`src/rv32_front_cfg.svh`:
```
`ifndef RV32_FRONT_CFG_SVH
`define RV32_FRONT_CFG_SVH

// Address of the first instruction fetched after reset.
// Any word-aligned value works.
`define RV32_RESET_VECTOR 32'h0000_1000

// addi x0, x0, 0
`define RV32_INSTR_NOP 32'h0000_0013

// Exception code reported for a failed instruction fetch.
`define RV32_MCAUSE_INSTR_FAULT 4'd1

// Width of the cause field carried in the fetch packet.
`define RV32_CAUSE_W 4

`endif
```
`src/rv32_front_pkg.sv`:
```
package rv32_front_pkg;

    // Instruction bus request, the fetch address.
    typedef struct packed {
        logic [31:0] addr;
    } imem_req_t;

    // Instruction bus response, valid while imem_ack is high.
    typedef struct packed {
        logic [31:0] data;
        logic        fault;
    } imem_resp_t;

    // Redirect from a later stage. Both flags are single-cycle pulses.
    typedef struct packed {
        logic        trap;
        logic        mispredict;
        logic [31:0] trap_pc;
        logic [31:0] branch_pc;
    } redirect_t;

    // Registered packet handed to decode.
    typedef struct packed {
        logic        valid;
        logic        exception;
        logic [3:0]  cause;
        logic        predicted_taken;
        logic [31:0] pc;
        logic [31:0] instr;
    } fetch_packet_t;

endpackage

```
`src/rv32_isa_pkg.sv`:
```
package rv32_isa_pkg;

    // Major opcodes of the RV32I base set.
    typedef enum logic [6:0] {
        OPC_LOAD     = 7'b0000011,
        OPC_MISC_MEM = 7'b0001111,
        OPC_OP_IMM   = 7'b0010011,
        OPC_AUIPC    = 7'b0010111,
        OPC_STORE    = 7'b0100011,
        OPC_OP       = 7'b0110011,
        OPC_LUI      = 7'b0110111,
        OPC_BRANCH   = 7'b1100011,
        OPC_JALR     = 7'b1100111,
        OPC_JAL      = 7'b1101111,
        OPC_SYSTEM   = 7'b1110011
    } rv32_opcode_e;

    // J-type layout, used by JAL.
    typedef struct packed {
        logic         imm20;
        logic [9:0]   imm10_1;
        logic         imm11;
        logic [7:0]   imm19_12;
        logic [4:0]   rd;
        rv32_opcode_e opcode;
    } rv32_j_fields_t;

    // B-type layout, used by the conditional branches.
    typedef struct packed {
        logic         imm12;
        logic [5:0]   imm10_5;
        logic [4:0]   rs2;
        logic [4:0]   rs1;
        logic [2:0]   funct3;
        logic [3:0]   imm4_1;
        logic         imm11;
        rv32_opcode_e opcode;
    } rv32_b_fields_t;

    // One fetched word, seen raw or through either immediate layout.
    typedef union packed {
        logic [31:0]    raw;
        rv32_j_fields_t j;
        rv32_b_fields_t b;
    } rv32_instr_u;

endpackage

```
`src/rv32_front_top.sv`:
```
`timescale 1ns/1ps

module rv32_front_top
    import rv32_isa_pkg::*;
    import rv32_front_pkg::*;
(
    input  logic          clk,
    input  logic          reset,
    input  logic          stall,
    input  logic          flush,
    input  redirect_t     redirect,
    output logic          imem_req,
    output imem_req_t     imem_addr,
    input  logic          imem_ack,
    input  imem_resp_t    imem_resp,
    output fetch_packet_t packet
);
    logic        consume;
    logic        discard;
    logic        pc_hold;
    logic        redirect_pending;
    logic        pred_taken;
    logic [31:0] pred_offset;
    imem_req_t   pc;
    rv32_instr_u fetched_word;

    // The pc register drives the bus directly.
    assign imem_addr = pc;

    assign fetched_word = imem_resp.data;

    rv32_fetch_seq u_fetch_seq (
        .clk              (clk),
        .reset            (reset),
        .imem_ack         (imem_ack),
        .stall            (stall),
        .redirect_pending (redirect_pending),
        .imem_req         (imem_req),
        .consume          (consume),
        .discard          (discard),
        .pc_hold          (pc_hold)
    );

    rv32_pc_gen u_pc_gen (
        .clk              (clk),
        .reset            (reset),
        .pc_hold          (pc_hold),
        .consume          (consume),
        .discard          (discard),
        .redirect         (redirect),
        .pred_offset      (pred_offset),
        .pc               (pc),
        .redirect_pending (redirect_pending)
    );

    rv32_branch_predict u_branch_predict (
        .word        (fetched_word),
        .pred_taken  (pred_taken),
        .pred_offset (pred_offset)
    );

    rv32_fetch_out u_fetch_out (
        .clk        (clk),
        .reset      (reset),
        .stall      (stall),
        .flush      (flush),
        .consume    (consume),
        .pc         (pc),
        .resp       (imem_resp),
        .pred_taken (pred_taken),
        .packet     (packet)
    );

endmodule

```
`src/rv32_fetch_out.sv`:
```
`timescale 1ns/1ps

`include "rv32_front_cfg.svh"

module rv32_fetch_out
    import rv32_front_pkg::*;
(
    input  logic          clk,
    input  logic          reset,
    input  logic          stall,
    input  logic          flush,
    input  logic          consume,
    input  imem_req_t     pc,
    input  imem_resp_t    resp,
    input  logic          pred_taken,
    output fetch_packet_t packet
);
    fetch_packet_t bubble;

    assign bubble = '{
        valid:           1'b0,
        exception:       1'b0,
        cause:           '0,
        predicted_taken: 1'b0,
        pc:              32'd0,
        instr:           `RV32_INSTR_NOP
    };

    always_ff @(posedge clk) begin
        if (reset) begin
            packet <= bubble;
        end else if (!stall) begin
            if (flush) begin
                packet <= bubble;
            end else if (consume && resp.fault) begin
                packet.valid           <= 1'b0;
                packet.exception       <= 1'b1;
                packet.cause           <= `RV32_MCAUSE_INSTR_FAULT;
                packet.predicted_taken <= 1'b0;
                packet.pc              <= pc.addr;
                packet.instr           <= `RV32_INSTR_NOP;
            end else if (consume) begin
                packet.valid           <= 1'b1;
                packet.exception       <= 1'b0;
                packet.cause           <= '0;
                packet.predicted_taken <= pred_taken;
                packet.pc              <= pc.addr;
                packet.instr           <= resp.data;
            end else begin
                // Nothing new this cycle, so decode must not see the old
                // instruction or fault a second time.
                packet.valid     <= 1'b0;
                packet.exception <= 1'b0;
            end
        end
    end

    // A response taken while decode is stalled would never reach the packet.
    assert property (@(posedge clk) disable iff (reset)
        consume |-> !stall)
        else $error("response consumed while decode was stalled");

endmodule

```
`src/rv32_branch_predict.sv`:
```
`timescale 1ns/1ps

module rv32_branch_predict
    import rv32_isa_pkg::*;
(
    input  rv32_instr_u word,
    output logic        pred_taken,
    output logic [31:0] pred_offset
);
    logic [31:0] imm_j;
    logic [31:0] imm_b;

    assign imm_j = {{12{word.j.imm20}}, word.j.imm19_12, word.j.imm11,
                    word.j.imm10_1, 1'b0};

    assign imm_b = {{20{word.b.imm12}}, word.b.imm11, word.b.imm10_5,
                    word.b.imm4_1, 1'b0};

    // Static rule: jumps always go, loops (negative offsets) are
    // assumed to iterate, forward branches fall through.
    always_comb begin
        pred_taken  = 1'b0;
        pred_offset = 32'd4;
        case (word.j.opcode)
            OPC_JAL: begin
                pred_taken  = 1'b1;
                pred_offset = imm_j;
            end
            OPC_BRANCH: begin
                if (word.b.imm12) begin
                    pred_taken  = 1'b1;
                    pred_offset = imm_b;
                end
            end
            default: begin
                pred_taken  = 1'b0;
                pred_offset = 32'd4;
            end
        endcase
    end

endmodule

```
`src/rv32_pc_gen.sv`:
```
`timescale 1ns/1ps

`include "rv32_front_cfg.svh"

module rv32_pc_gen
    import rv32_front_pkg::*;
(
    input  logic        clk,
    input  logic        reset,
    input  logic        pc_hold,
    input  logic        consume,
    input  logic        discard,
    input  redirect_t   redirect,
    input  logic [31:0] pred_offset,
    output imem_req_t   pc,
    output logic        redirect_pending
);
    logic        held_valid;
    logic [31:0] held_pc;
    logic        live_redirect;
    logic [31:0] next_pc;

    assign live_redirect = redirect.trap || redirect.mispredict;

    // A live pulse counts as pending too, so a response that arrives in
    // the same cycle as the redirect is dropped as well.
    assign redirect_pending = held_valid || live_redirect;

    always_comb begin
        if (held_valid) begin
            next_pc = held_pc;
        end else if (redirect.trap) begin
            next_pc = redirect.trap_pc;
        end else if (redirect.mispredict) begin
            next_pc = redirect.branch_pc;
        end else begin
            next_pc = pc.addr + pred_offset;
        end
    end

    always_ff @(posedge clk) begin
        if (reset) begin
            pc.addr    <= `RV32_RESET_VECTOR;
            held_valid <= 1'b0;
        end else if (consume || discard) begin
            pc.addr    <= next_pc;
            held_valid <= 1'b0;
        end else if (pc_hold && !held_valid && live_redirect) begin
            // Only the first redirect while frozen is kept.
            held_valid <= 1'b1;
        end
    end

    always_ff @(posedge clk) begin
        if (pc_hold && !held_valid && live_redirect) begin
            held_pc <= redirect.trap ? redirect.trap_pc : redirect.branch_pc;
        end
    end

    assert property (@(posedge clk) disable iff (reset)
        pc.addr[1:0] == 2'b00)
        else $error("fetch address 0x%08h is not word aligned", pc.addr);

endmodule

```
`src/rv32_fetch_seq.sv`:
```
`timescale 1ns/1ps

module rv32_fetch_seq (
    input  logic clk,
    input  logic reset,
    input  logic imem_ack,
    input  logic stall,
    input  logic redirect_pending,
    output logic imem_req,
    output logic consume,
    output logic discard,
    output logic pc_hold
);
    typedef enum logic [1:0] {
        IDLE,
        REQ,
        WAIT_ACK_LOW,
        DRAIN
    } state_t;

    state_t state;
    state_t state_next;
    logic   ack_in_req;

    // The request is a pure state decode, so the address and request
    // stay stable for as long as the sequencer sits in REQ.
    assign imem_req = (state == REQ);

    assign ack_in_req = imem_req && imem_ack;

    // A response fetched from an address made stale by a redirect is
    // dropped at once. It never reaches decode, so stall does not matter.
    assign discard = ack_in_req && redirect_pending;

    // A good response is taken only when decode can accept the packet.
    // Otherwise the request stays up and the memory keeps holding ack.
    assign consume = ack_in_req && !redirect_pending && !stall;

    // The pc moves only on the edge where a response is taken or dropped.
    assign pc_hold = !(consume || discard);

    always_comb begin
        state_next = state;
        case (state)
            IDLE: begin
                if (!imem_ack) begin
                    state_next = REQ;
                end
            end
            REQ: begin
                if (consume) begin
                    state_next = WAIT_ACK_LOW;
                end else if (discard) begin
                    state_next = DRAIN;
                end
            end
            WAIT_ACK_LOW: begin
                if (!imem_ack) begin
                    state_next = REQ;
                end
            end
            DRAIN: begin
                // Stale response dropped; the pc already holds the redirect target.
                if (!imem_ack) begin
                    state_next = REQ;
                end
            end
            default: begin
                state_next = IDLE;
            end
        endcase
    end

    always_ff @(posedge clk) begin
        if (reset) begin
            state <= IDLE;
        end else begin
            state <= state_next;
        end
    end

    // The memory answers only a request that is up.
    assert property (@(posedge clk) disable iff (reset)
        $rose(imem_ack) |-> imem_req)
        else $error("imem_ack raised with no request pending");

    // The memory keeps ack up until the request has dropped.
    assert property (@(posedge clk) disable iff (reset)
        $fell(imem_ack) |-> !imem_req)
        else $error("imem_ack dropped while imem_req was still high");

endmodule

```
`config.mk`:
```
export PLATFORM = sky130hd
export DESIGN_NAME = rv32_front_top
export DESIGN_NICKNAME = d
export VERILOG_FILES = /design/src/rv32_front_pkg.sv /design/src/rv32_isa_pkg.sv /design/src/rv32_front_top.sv /design/src/rv32_fetch_out.sv /design/src/rv32_branch_predict.sv /design/src/rv32_pc_gen.sv /design/src/rv32_fetch_seq.sv
export VERILOG_INCLUDE_DIRS = /design/src
export SDC_FILE = /design/constraint.sdc
export NUM_CORES = 1
export LEC_CHECK = 0
export BUFFER_PORTS_ARGS = -buffer_cell sky130_fd_sc_hd__buf_2
export CORE_MARGIN = 3
export CORE_UTILIZATION = 53
export DETAILED_ROUTE_END_ITERATION = 6
export PLACE_DENSITY = 0.82
export SYNTH_ARGS = -nofsm -noshare
export SYNTH_HDL_FRONTEND = slang
export SYNTH_SLANG_ARGS = --single-unit
```
`constraint.sdc`:
```
create_clock -name clk -period 4.8 [get_ports clk]
set_clock_uncertainty 0.1 [all_clocks]
set_input_delay 0.96 -clock clk [delete_from_list [all_inputs] [get_ports clk]]
set_output_delay 0.96 -clock clk [all_outputs]
set_load 0.05 [all_outputs]
```
Word level (Yosys, flattened, before mapping) --
Cells that the tools add are included.
Storage, ports and cells: register bits 138, input port bits 104, output and inout port bits 104, logic and storage cells 55
Cells by class: add/subtract/negate cells 1, eq/ne operators 7, multiplexer cells 16, bitwise operators 1, reductions and logical operators 20
Operators with widths (count):
- 2-to-1 mux 32 bit | 5
- 2-to-1 mux 71 bit | 2
- 2-to-1 mux 69 bit | 1
- one-hot mux 32 bit (2 select lines) | 1
- adder 32 bit | 1
- == test 7 bit (second input constant) | 2
- 2-to-1 mux 2 bit | 4
- logical AND 1 bit | 7
- == test 2 bit (second input constant) | 2
- logical NOT 1 bit | 4
- one-hot mux 2 bit (2 select lines) | 1
- AND reduction 2 bit | 2
- logical OR 1 bit | 3
- inequality test 3 x 1 -> 1 bit (second input constant) | 1
- nonzero test 3 bit | 1
- OR reduction 3 bit | 1
- == test 2 x 1 -> 1 bit (second input constant) | 1
- logical NOT 2 bit | 1
- inequality test 2 bit (second input constant) | 1
- one-hot mux 1 bit (2 select lines) | 1
- OR reduction 2 bit | 1
- 2-to-1 mux 1 bit | 1
- NOT 1 bit | 1

Longest topological paths before layout --
Gate-level depths: netlist (run 1).
word-level depth 9, gate-level depth with buffers 16, gate-level depth less buffers 15

Modules after synthesis --
A second synthesis (run 1) with hierarchy kept.
Second synthesis, totals: cells, all modules 886, area, all modules 8313.0 µm²
By module, submodules not included:
- rv32_pc_gen | instances 1, cells each 595, area each 5188.7 µm², seq. area each 1621.6 µm²
- rv32_fetch_out | instances 1, cells each 205, area each 2428.6 µm², seq. area each 1361.3 µm²
- rv32_branch_predict | instances 1, cells each 72, area each 580.6 µm², seq. area each 0.0 µm²
- rv32_fetch_seq | instances 1, cells each 14, area each 115.1 µm², seq. area each 40.0 µm²

Least setup slack after synthesis (run 1) --
OpenSTA, ideal clock, no wires.
path type input to register, start in imem_resp[7] in the netlist's numbering, end reg, netlist name u_pc_gen.pc[31], setup time 74 ps, arrival time 4028 ps, data required time 4626 ps, setup slack 598 ps, stages on the path 15, buffers on the path 1, path through nand3_1 nor3b_1 and3_1 buf_1 a22o_1 ha_1 and3_2 a221oi_4 o21ai_2 a21oi_2 o221ai_2 a31oi_2 mux2i_1 or3b_1 a31oi_1
Between the ends: cells in the longest elaborated chain, start to end 6, elaborated cells between the ends (all ways) 7, classes of those cells 1 x add/sub; 2 x eq/ne; 4 x mux
RTL lines:
- from (decl) | line rv32_front_top.sv:15 | input imem_resp_t imem_resp,
- == test 7 bit | line rv32_branch_predict.sv:24 | case (word.j.opcode)
- one-hot mux 32 bit (2 select lines) (*) | line rv32_branch_predict.sv:24
- adder 32 bit (*) | line rv32_pc_gen.sv:37 | next_pc = pc.addr + pred_offset;
- 2-to-1 mux 32 bit (*) | line rv32_pc_gen.sv:34 | end else if (redirect.mispredict) begin
- 2-to-1 mux 32 bit (*) | line rv32_pc_gen.sv:32 | end else if (redirect.trap) begin
- 2-to-1 mux 32 bit (*) | line rv32_pc_gen.sv:30 | if (held_valid) begin
Every way passes the cells marked *; elsewhere a longest branch is shown, timed or not. A chain may end at the register's enable or synchronous reset.

Final worst setup path (run 1) --
start in imem_resp[7] in the netlist's numbering, end reg, netlist name u_pc_gen.pc[29]
Between the ends: cells in the longest elaborated chain, start to end 6, elaborated cells between the ends (all ways) 7, classes of those cells 1 x add/sub; 2 x eq/ne; 4 x mux
RTL lines (line):
- == test 7 bit | rv32_branch_predict.sv:24
- one-hot mux 32 bit (2 select lines) (*) | rv32_branch_predict.sv:24
- adder 32 bit (*) | rv32_pc_gen.sv:37
- 2-to-1 mux 32 bit (*) | rv32_pc_gen.sv:34
- 2-to-1 mux 32 bit (*) | rv32_pc_gen.sv:32
- 2-to-1 mux 32 bit (*) | rv32_pc_gen.sv:30
Marked as above.

==> run metrics, run 1 <==
status finished, final reports clean; pin count of the biggest net entering global routing 107; Routed WL 23100 um; cts hold-fix bufs 0; Post-Synthesis Cells 849; Final Hold Fails 0; Worst VDD drop 239 uV; XOR/XNOR Fraction of Synth Area 2.89%; All-Layer GR Usage 28.7%; Synth top area share 27.2%; Routed WL per cell 19.1 um; Vias/cell 6.05; PwrDens 312 nW/um^2; grt ovf 0; HP Class flip-flop to flip-flop; clk root buf clkbuf_16; share of layout cells above drive strength 1 28.7%; hpwl dp 16900 um; row count 43; asr flop ratio synth 0%; first-pass GRT wire length 36100 um; Core Area 13900 um^2; crit share post-route 89.3%; Yosys reg bits 135; worst rel slew slack 25.7%; CP Max Fanout 7; deepest clock path buffer count 2; Worst Setup End Kind flip-flop; mux contribution to synthesized area 5.78%; # IOs 208; critical path arrival 4.44 ns; detailed-route via count 7321; TritonCTS clock tree yes; TNS Setup 0 ns; post-synth cell types 73; CTS Sinks 135; Port Buffer Count 204; synth top area cells dfxtp_1, edfxtp_1, a22oi_1; H-tree Lvls 4; final-report setup violation count 0; Setup Buffers After CTS 0; antenna violations before repair 0; max-slew violation count 0; WP data required 4.95 ns; CTS resizes 0; r2r setup slk 1.56 ns; Peak Freq 233 MHz; Clock transition at path regs 0.06 ns; crit path time final 4.29 ns; Post-Syn Area 7580 um^2; sequential area share after synthesis 39.9%; Leakage 4.16 nW; Layout Nets 1155; antenna cells 0; top cells by count, synth dfxtp_1, nor2_1, a22oi_1, a21oi_1, clkbuf_1; fraction of the mapped netlist area in compound gates 27.5%; largest family of logic cells by synthesized area compound AO/OA/AOI/OAI gates; vias in the first global route 6539; pin slew with the least headroom to its limit 1.11 ns; Starting Density 54.4%; Post-Synth Adder-Cell Area 5.22%; Post-synth EDFFs 32; Total Power 0.00287 W; DR DRC count 0; Skew-Pair Late Insertion Delay 0.43 ns; synth warn 0; RSZ-0062 raised after global routing false; TritonCTS buffer count 17; Synth area leader dfxtp_1; Avg Cell Area, Syn 8.93 um^2; Layout area overhead 21.2%; max_cap viols 0; simple-gate share of the synthesized area 13.7%; Placer Congestion 0.933; die height 126 um; post-detailed-route count of antenna-violating nets 0; Initial DRC Count 806; fill count 1157; Startpoint Class input pin; critical path class input pin to flip-flop; Detailed Routing Iterations Pass 1 6; Most used DFF post-synth dfxtp_1; Total Die Area 15800 um^2; die width 126 um
==> power breakdown <==
group | internal (W) | leakage (nW) | switching (W)
sequential | 0.00122 | 1.14 | 0.0000418
combinational | 0.000137 | 2.76 | 0.000279
clock | 0.000715 | 0.259 | 0.000481
==> area by class of cell <==
class	instances	area (um^2)	area share (%)
Inverter	20	75.1	0.817
Tap cell	180	225	2.45
Clock inverter	9	78.8	0.858
Timing Repair Buffer	218	1130	12.3
Multi-Input combinational cell	628	4210	45.8
Clock buffer	21	450	4.90
Sequential cell	135	3020	32.9
==> per-stage QoR <==
stage	util [%]	worst slack (ns)	hold slack, ns	area (um^2)	std cells
2_1_floorplan	-	0.598	0.344	7590	851
3_3_place_gp	62.1	0.311	0.349	8660	1181
3_5_place_dp	62.1	0.182	0.351	8660	1181
4_1_cts	65.9	0.603	0.358	9190	1211
5_1_grt	65.9	0.140	0.394	9190	1211
6_report	65.9	0.514	0.353	9190	1211
==> placed cells by master, fill, tap and decap left out, types with 9 or more instances in the layout <==
cell type	Yosys	routed
buf_2	2	203
nor2_1	103	103
dfxtp_1	103	103
a22oi_1	67	67
a21oi_1	65	64
nand2_1	50	50
o21ai_0	37	37
a21o_1	33	33
edfxtp_1	32	32
mux2_2	30	30
ha_1	30	30
inv_1	19	19
a211oi_1	19	19
clkbuf_16	0	17
buf_4	5	15
nor3_1	15	14
a221oi_1	13	13
xor2_1	13	13
nand4_1	12	12
xnor2_1	12	12
mux2i_1	10	10
nand3_1	9	9
o22ai_1	9	9
==> registers in the layout, indices dropped and copies added (netlist names) <==
name and cells:
u_fetch_out.packet 68, u_fetch_seq.state 2, u_pc_gen.held_pc 32, u_pc_gen.held_valid 1, u_pc_gen.pc 32
==> final timing paths <==
kind	from	end	cells after the start
max	imem_resp[7]	u_pc_gen.pc[29]	16
min	u_fetch_out.packet[69]	u_fetch_out.packet[69]	2
max reg2reg	u_pc_gen.held_valid	u_fetch_out.packet[6]	8
min reg2reg	u_fetch_out.packet[69]	u_fetch_out.packet[69]	2
==> cell families after synthesis <==
group,after synthesis
DFF,135
adders and majority gates,31
other,1
and+or+nand+nor,228
xor gates and xnor gates,25
AOI/OAI and AO/OA,301
muxes,40
buffers and inverters,88
==> critical path: stages <==
cell and delay (ns):
buf_2 0.09, nand3_1 0.07, nor3b_1 0.40, and3_1 0.33
nor2_1 0.15, nor2b_1 0.17, ha_1 0.34, and3_2 0.26
a221oi_4 0.33, o21ai_2 0.13, a21boi_0 0.37, o31a_1 0.24
o31ai_1 0.10, a21oi_1 0.17, xor2_1 0.23, a211oi_1 0.11
==> per-layer routing <==
| layer | vias up | GRT usage, % | wire (um) |
|---|---|---|---|
| met5 | - | 0 | 0 |
| met4 | 0 | 8.29 | 367 |
| met3 | 30 | 9.01 | 2680 |
| met2 | 388 | 40.2 | 9840 |
| met1 | 3403 | 42.4 | 10200 |
| li1 | 3500 | - | - |
No activity file was read; power rests on OpenSTA's default activity.
==> run 2: changes to the inputs <==
--- a/config.mk
+++ b/config.mk
@@ -8,9 +8,9 @@
 export LEC_CHECK = 0
 export BUFFER_PORTS_ARGS = -buffer_cell sky130_fd_sc_hd__buf_2
 export CORE_MARGIN = 3
-export CORE_UTILIZATION = 53
+export CORE_UTILIZATION = 48
 export DETAILED_ROUTE_END_ITERATION = 6
-export PLACE_DENSITY = 0.82
+export PLACE_DENSITY = 0.78
 export SYNTH_ARGS = -nofsm -noshare
 export SYNTH_HDL_FRONTEND = slang
 export SYNTH_SLANG_ARGS = --single-unit
==> constraint.sdc (replaced) <==
create_clock -name clk -period 3.94 [get_ports clk]
set_clock_uncertainty 0.1 [all_clocks]
set_input_delay 0.788 -clock clk [delete_from_list [all_inputs] [get_ports clk]]
set_output_delay 0.788 -clock clk [all_outputs]
set_load 0.05 [all_outputs]
==> run metrics, run 2 (same netlist as run 1, synthesis figures left out) <==
Detailed Routing Iterations Pass 1 6; Clock transition at path regs 0.06 ns; Placer Congestion 0.977; die height 132 um; detailed-route via count 7571; Leakage 4.52 nW; first-pass GRT wire length 37500 um; cts hold-fix bufs 0; Total Die Area 17300 um^2; Initial DRC Count 699; max FFs per register 68; vias in the first global route 6704; antenna violations before repair 0; antenna cells 0; Starting Density 49.5%; die width 132 um; minimum hold slack 0.354 ns; Total Power 0.00376 W; CP Max Fanout 9; Worst Setup End Kind flip-flop; grt ovf 0; Worst VDD drop 307 uV; Peak Freq 266 MHz; Core Area 15300 um^2; DR DRC count 0; hpwl dp 17800 um; CTS Sinks 135; final-report setup violation count 0; # IOs 208; Routed WL 24400 um; max-slew violation count 0; leading cell type in the layout, fill and taps excluded buf_2; H-tree Lvls 4; TNS Setup 0 ns; Routed WL per cell 18.7 um; most frequent cells in the layout buf_2, dfxtp_1, nor2_1; post-detailed-route count of antenna-violating nets 0; Startpoint Class input pin; TritonCTS clock tree yes; crit path time final 3.75 ns; fin worst setup slack 0.187 ns; placed cells 1271; max_cap viols 0; worst slack at placement -0.350 ns; critical path class input pin to flip-flop; HP Class flip-flop to flip-flop; Skew-Pair Late Insertion Delay 0.43 ns; TritonCTS buffer count 17; Layout Nets 1216; pin count of the biggest net entering global routing 78; Final Hold Fails 0; Vias/cell 5.80; pin slew with the least headroom to its limit 0.809 ns; Final Non-Filler Cells 1305; Layout area overhead 29.6%; status finished, final reports clean; Port Buffer Count 204; Biggest register u_fetch_out.packet; share of layout cells above drive strength 1 33.5%; clk root buf clkbuf_16; PwrDens 382 nW/um^2; crit share post-route 95.3%; All-Layer GR Usage 27.1%; WP data required 4.12 ns; worst rel slew slack 46.1%; Top Registers u_fetch_out.packet (68), u_pc_gen.held_pc (32), u_pc_gen.pc (32); row count 45; critical path arrival 3.93 ns; deepest clock path buffer count 2
==> run 2: cell count changes in the layout (fill, tap and decap cells not counted), sizes merged <==
cell      change
inv           +4
clkinv        -1
clkinvlp      -2
buf          +61
bufinv        +1
==> run 2: repair_timing <==
item,4_1_cts,5_1_grt
setup endpoints to repair,0,20
gates resized for setup,0,10
buffers inserted,0,2
==> run 2: worst max-delay path, cell delays in order <==
cell,delay [ns]
buf_2,0.09
nand3_1,0.08
nor3b_2,0.26
and3_4,0.27
buf_4,0.17
a22o_1,0.16
ha_1,0.25
and2_1,0.20
a221oi_2,0.26
o21bai_1,0.11
a41o_1,0.29
a31o_2,0.30
a211oi_2,0.24
xnor2_1,0.14
a221oi_1,0.25
nor3_1,0.08
==> run 2: final timing paths <==
kind	startpoint	endpoint	slack, ns	depth (start not counted)
setup reg to reg	u_pc_gen.pc[1]	u_pc_gen.pc[21]	0.90	12
hold / removal	u_fetch_out.packet[69]	u_fetch_out.packet[69]	0.35	2
hold reg to reg	u_fetch_out.packet[69]	u_fetch_out.packet[69]	0.35	2
setup / recovery	imem_resp[2]	u_pc_gen.pc[24]	0.19	16
==> run 2: report_power, final <==
part	leakage, nW	switching [W]	total (W)	internal, W
registers	1.14	0.0000484	0.00153	0.00148
logic	3.07	0.000352	0.000545	0.000193
clock network	0.311	0.000648	0.00168	0.00104
total	4.52	0.00105	0.00376	0.00271
==> run 2: area by class of cell <==
| cell class | count | area (um^2) |
|---|---|---|
| fill | 1311 | 5490 |
| multi-input combinational | 628 | 4250 |
| sequential | 135 | 3020 |
| timing repair buffer | 279 | 1590 |
| clock buffer | 21 | 493 |
| tap | 211 | 264 |
| clock inverter | 11 | 133 |
| inverter | 20 | 75.1 |
==> run 2: metal layers <==
layer | vias to the layer above | GRT usage [%] | wire length (um)
met5 | - | 0 | 0
met4 | 0 | 8.11 | 445
met3 | 35 | 7.24 | 2820
met2 | 416 | 37.9 | 10300
met1 | 3489 | 40.5 | 10800
li1 | 3631 | - | -
==> run 2: through the flow <==
stage | util [%] | cell area (um^2)
after global placement | 59.7 | 9150
after detailed placement | 59.7 | 9150
final | 64.1 | 9820
after floorplan | - | 7590
after global routing | 64.1 | 9820
after CTS | 63.8 | 9770
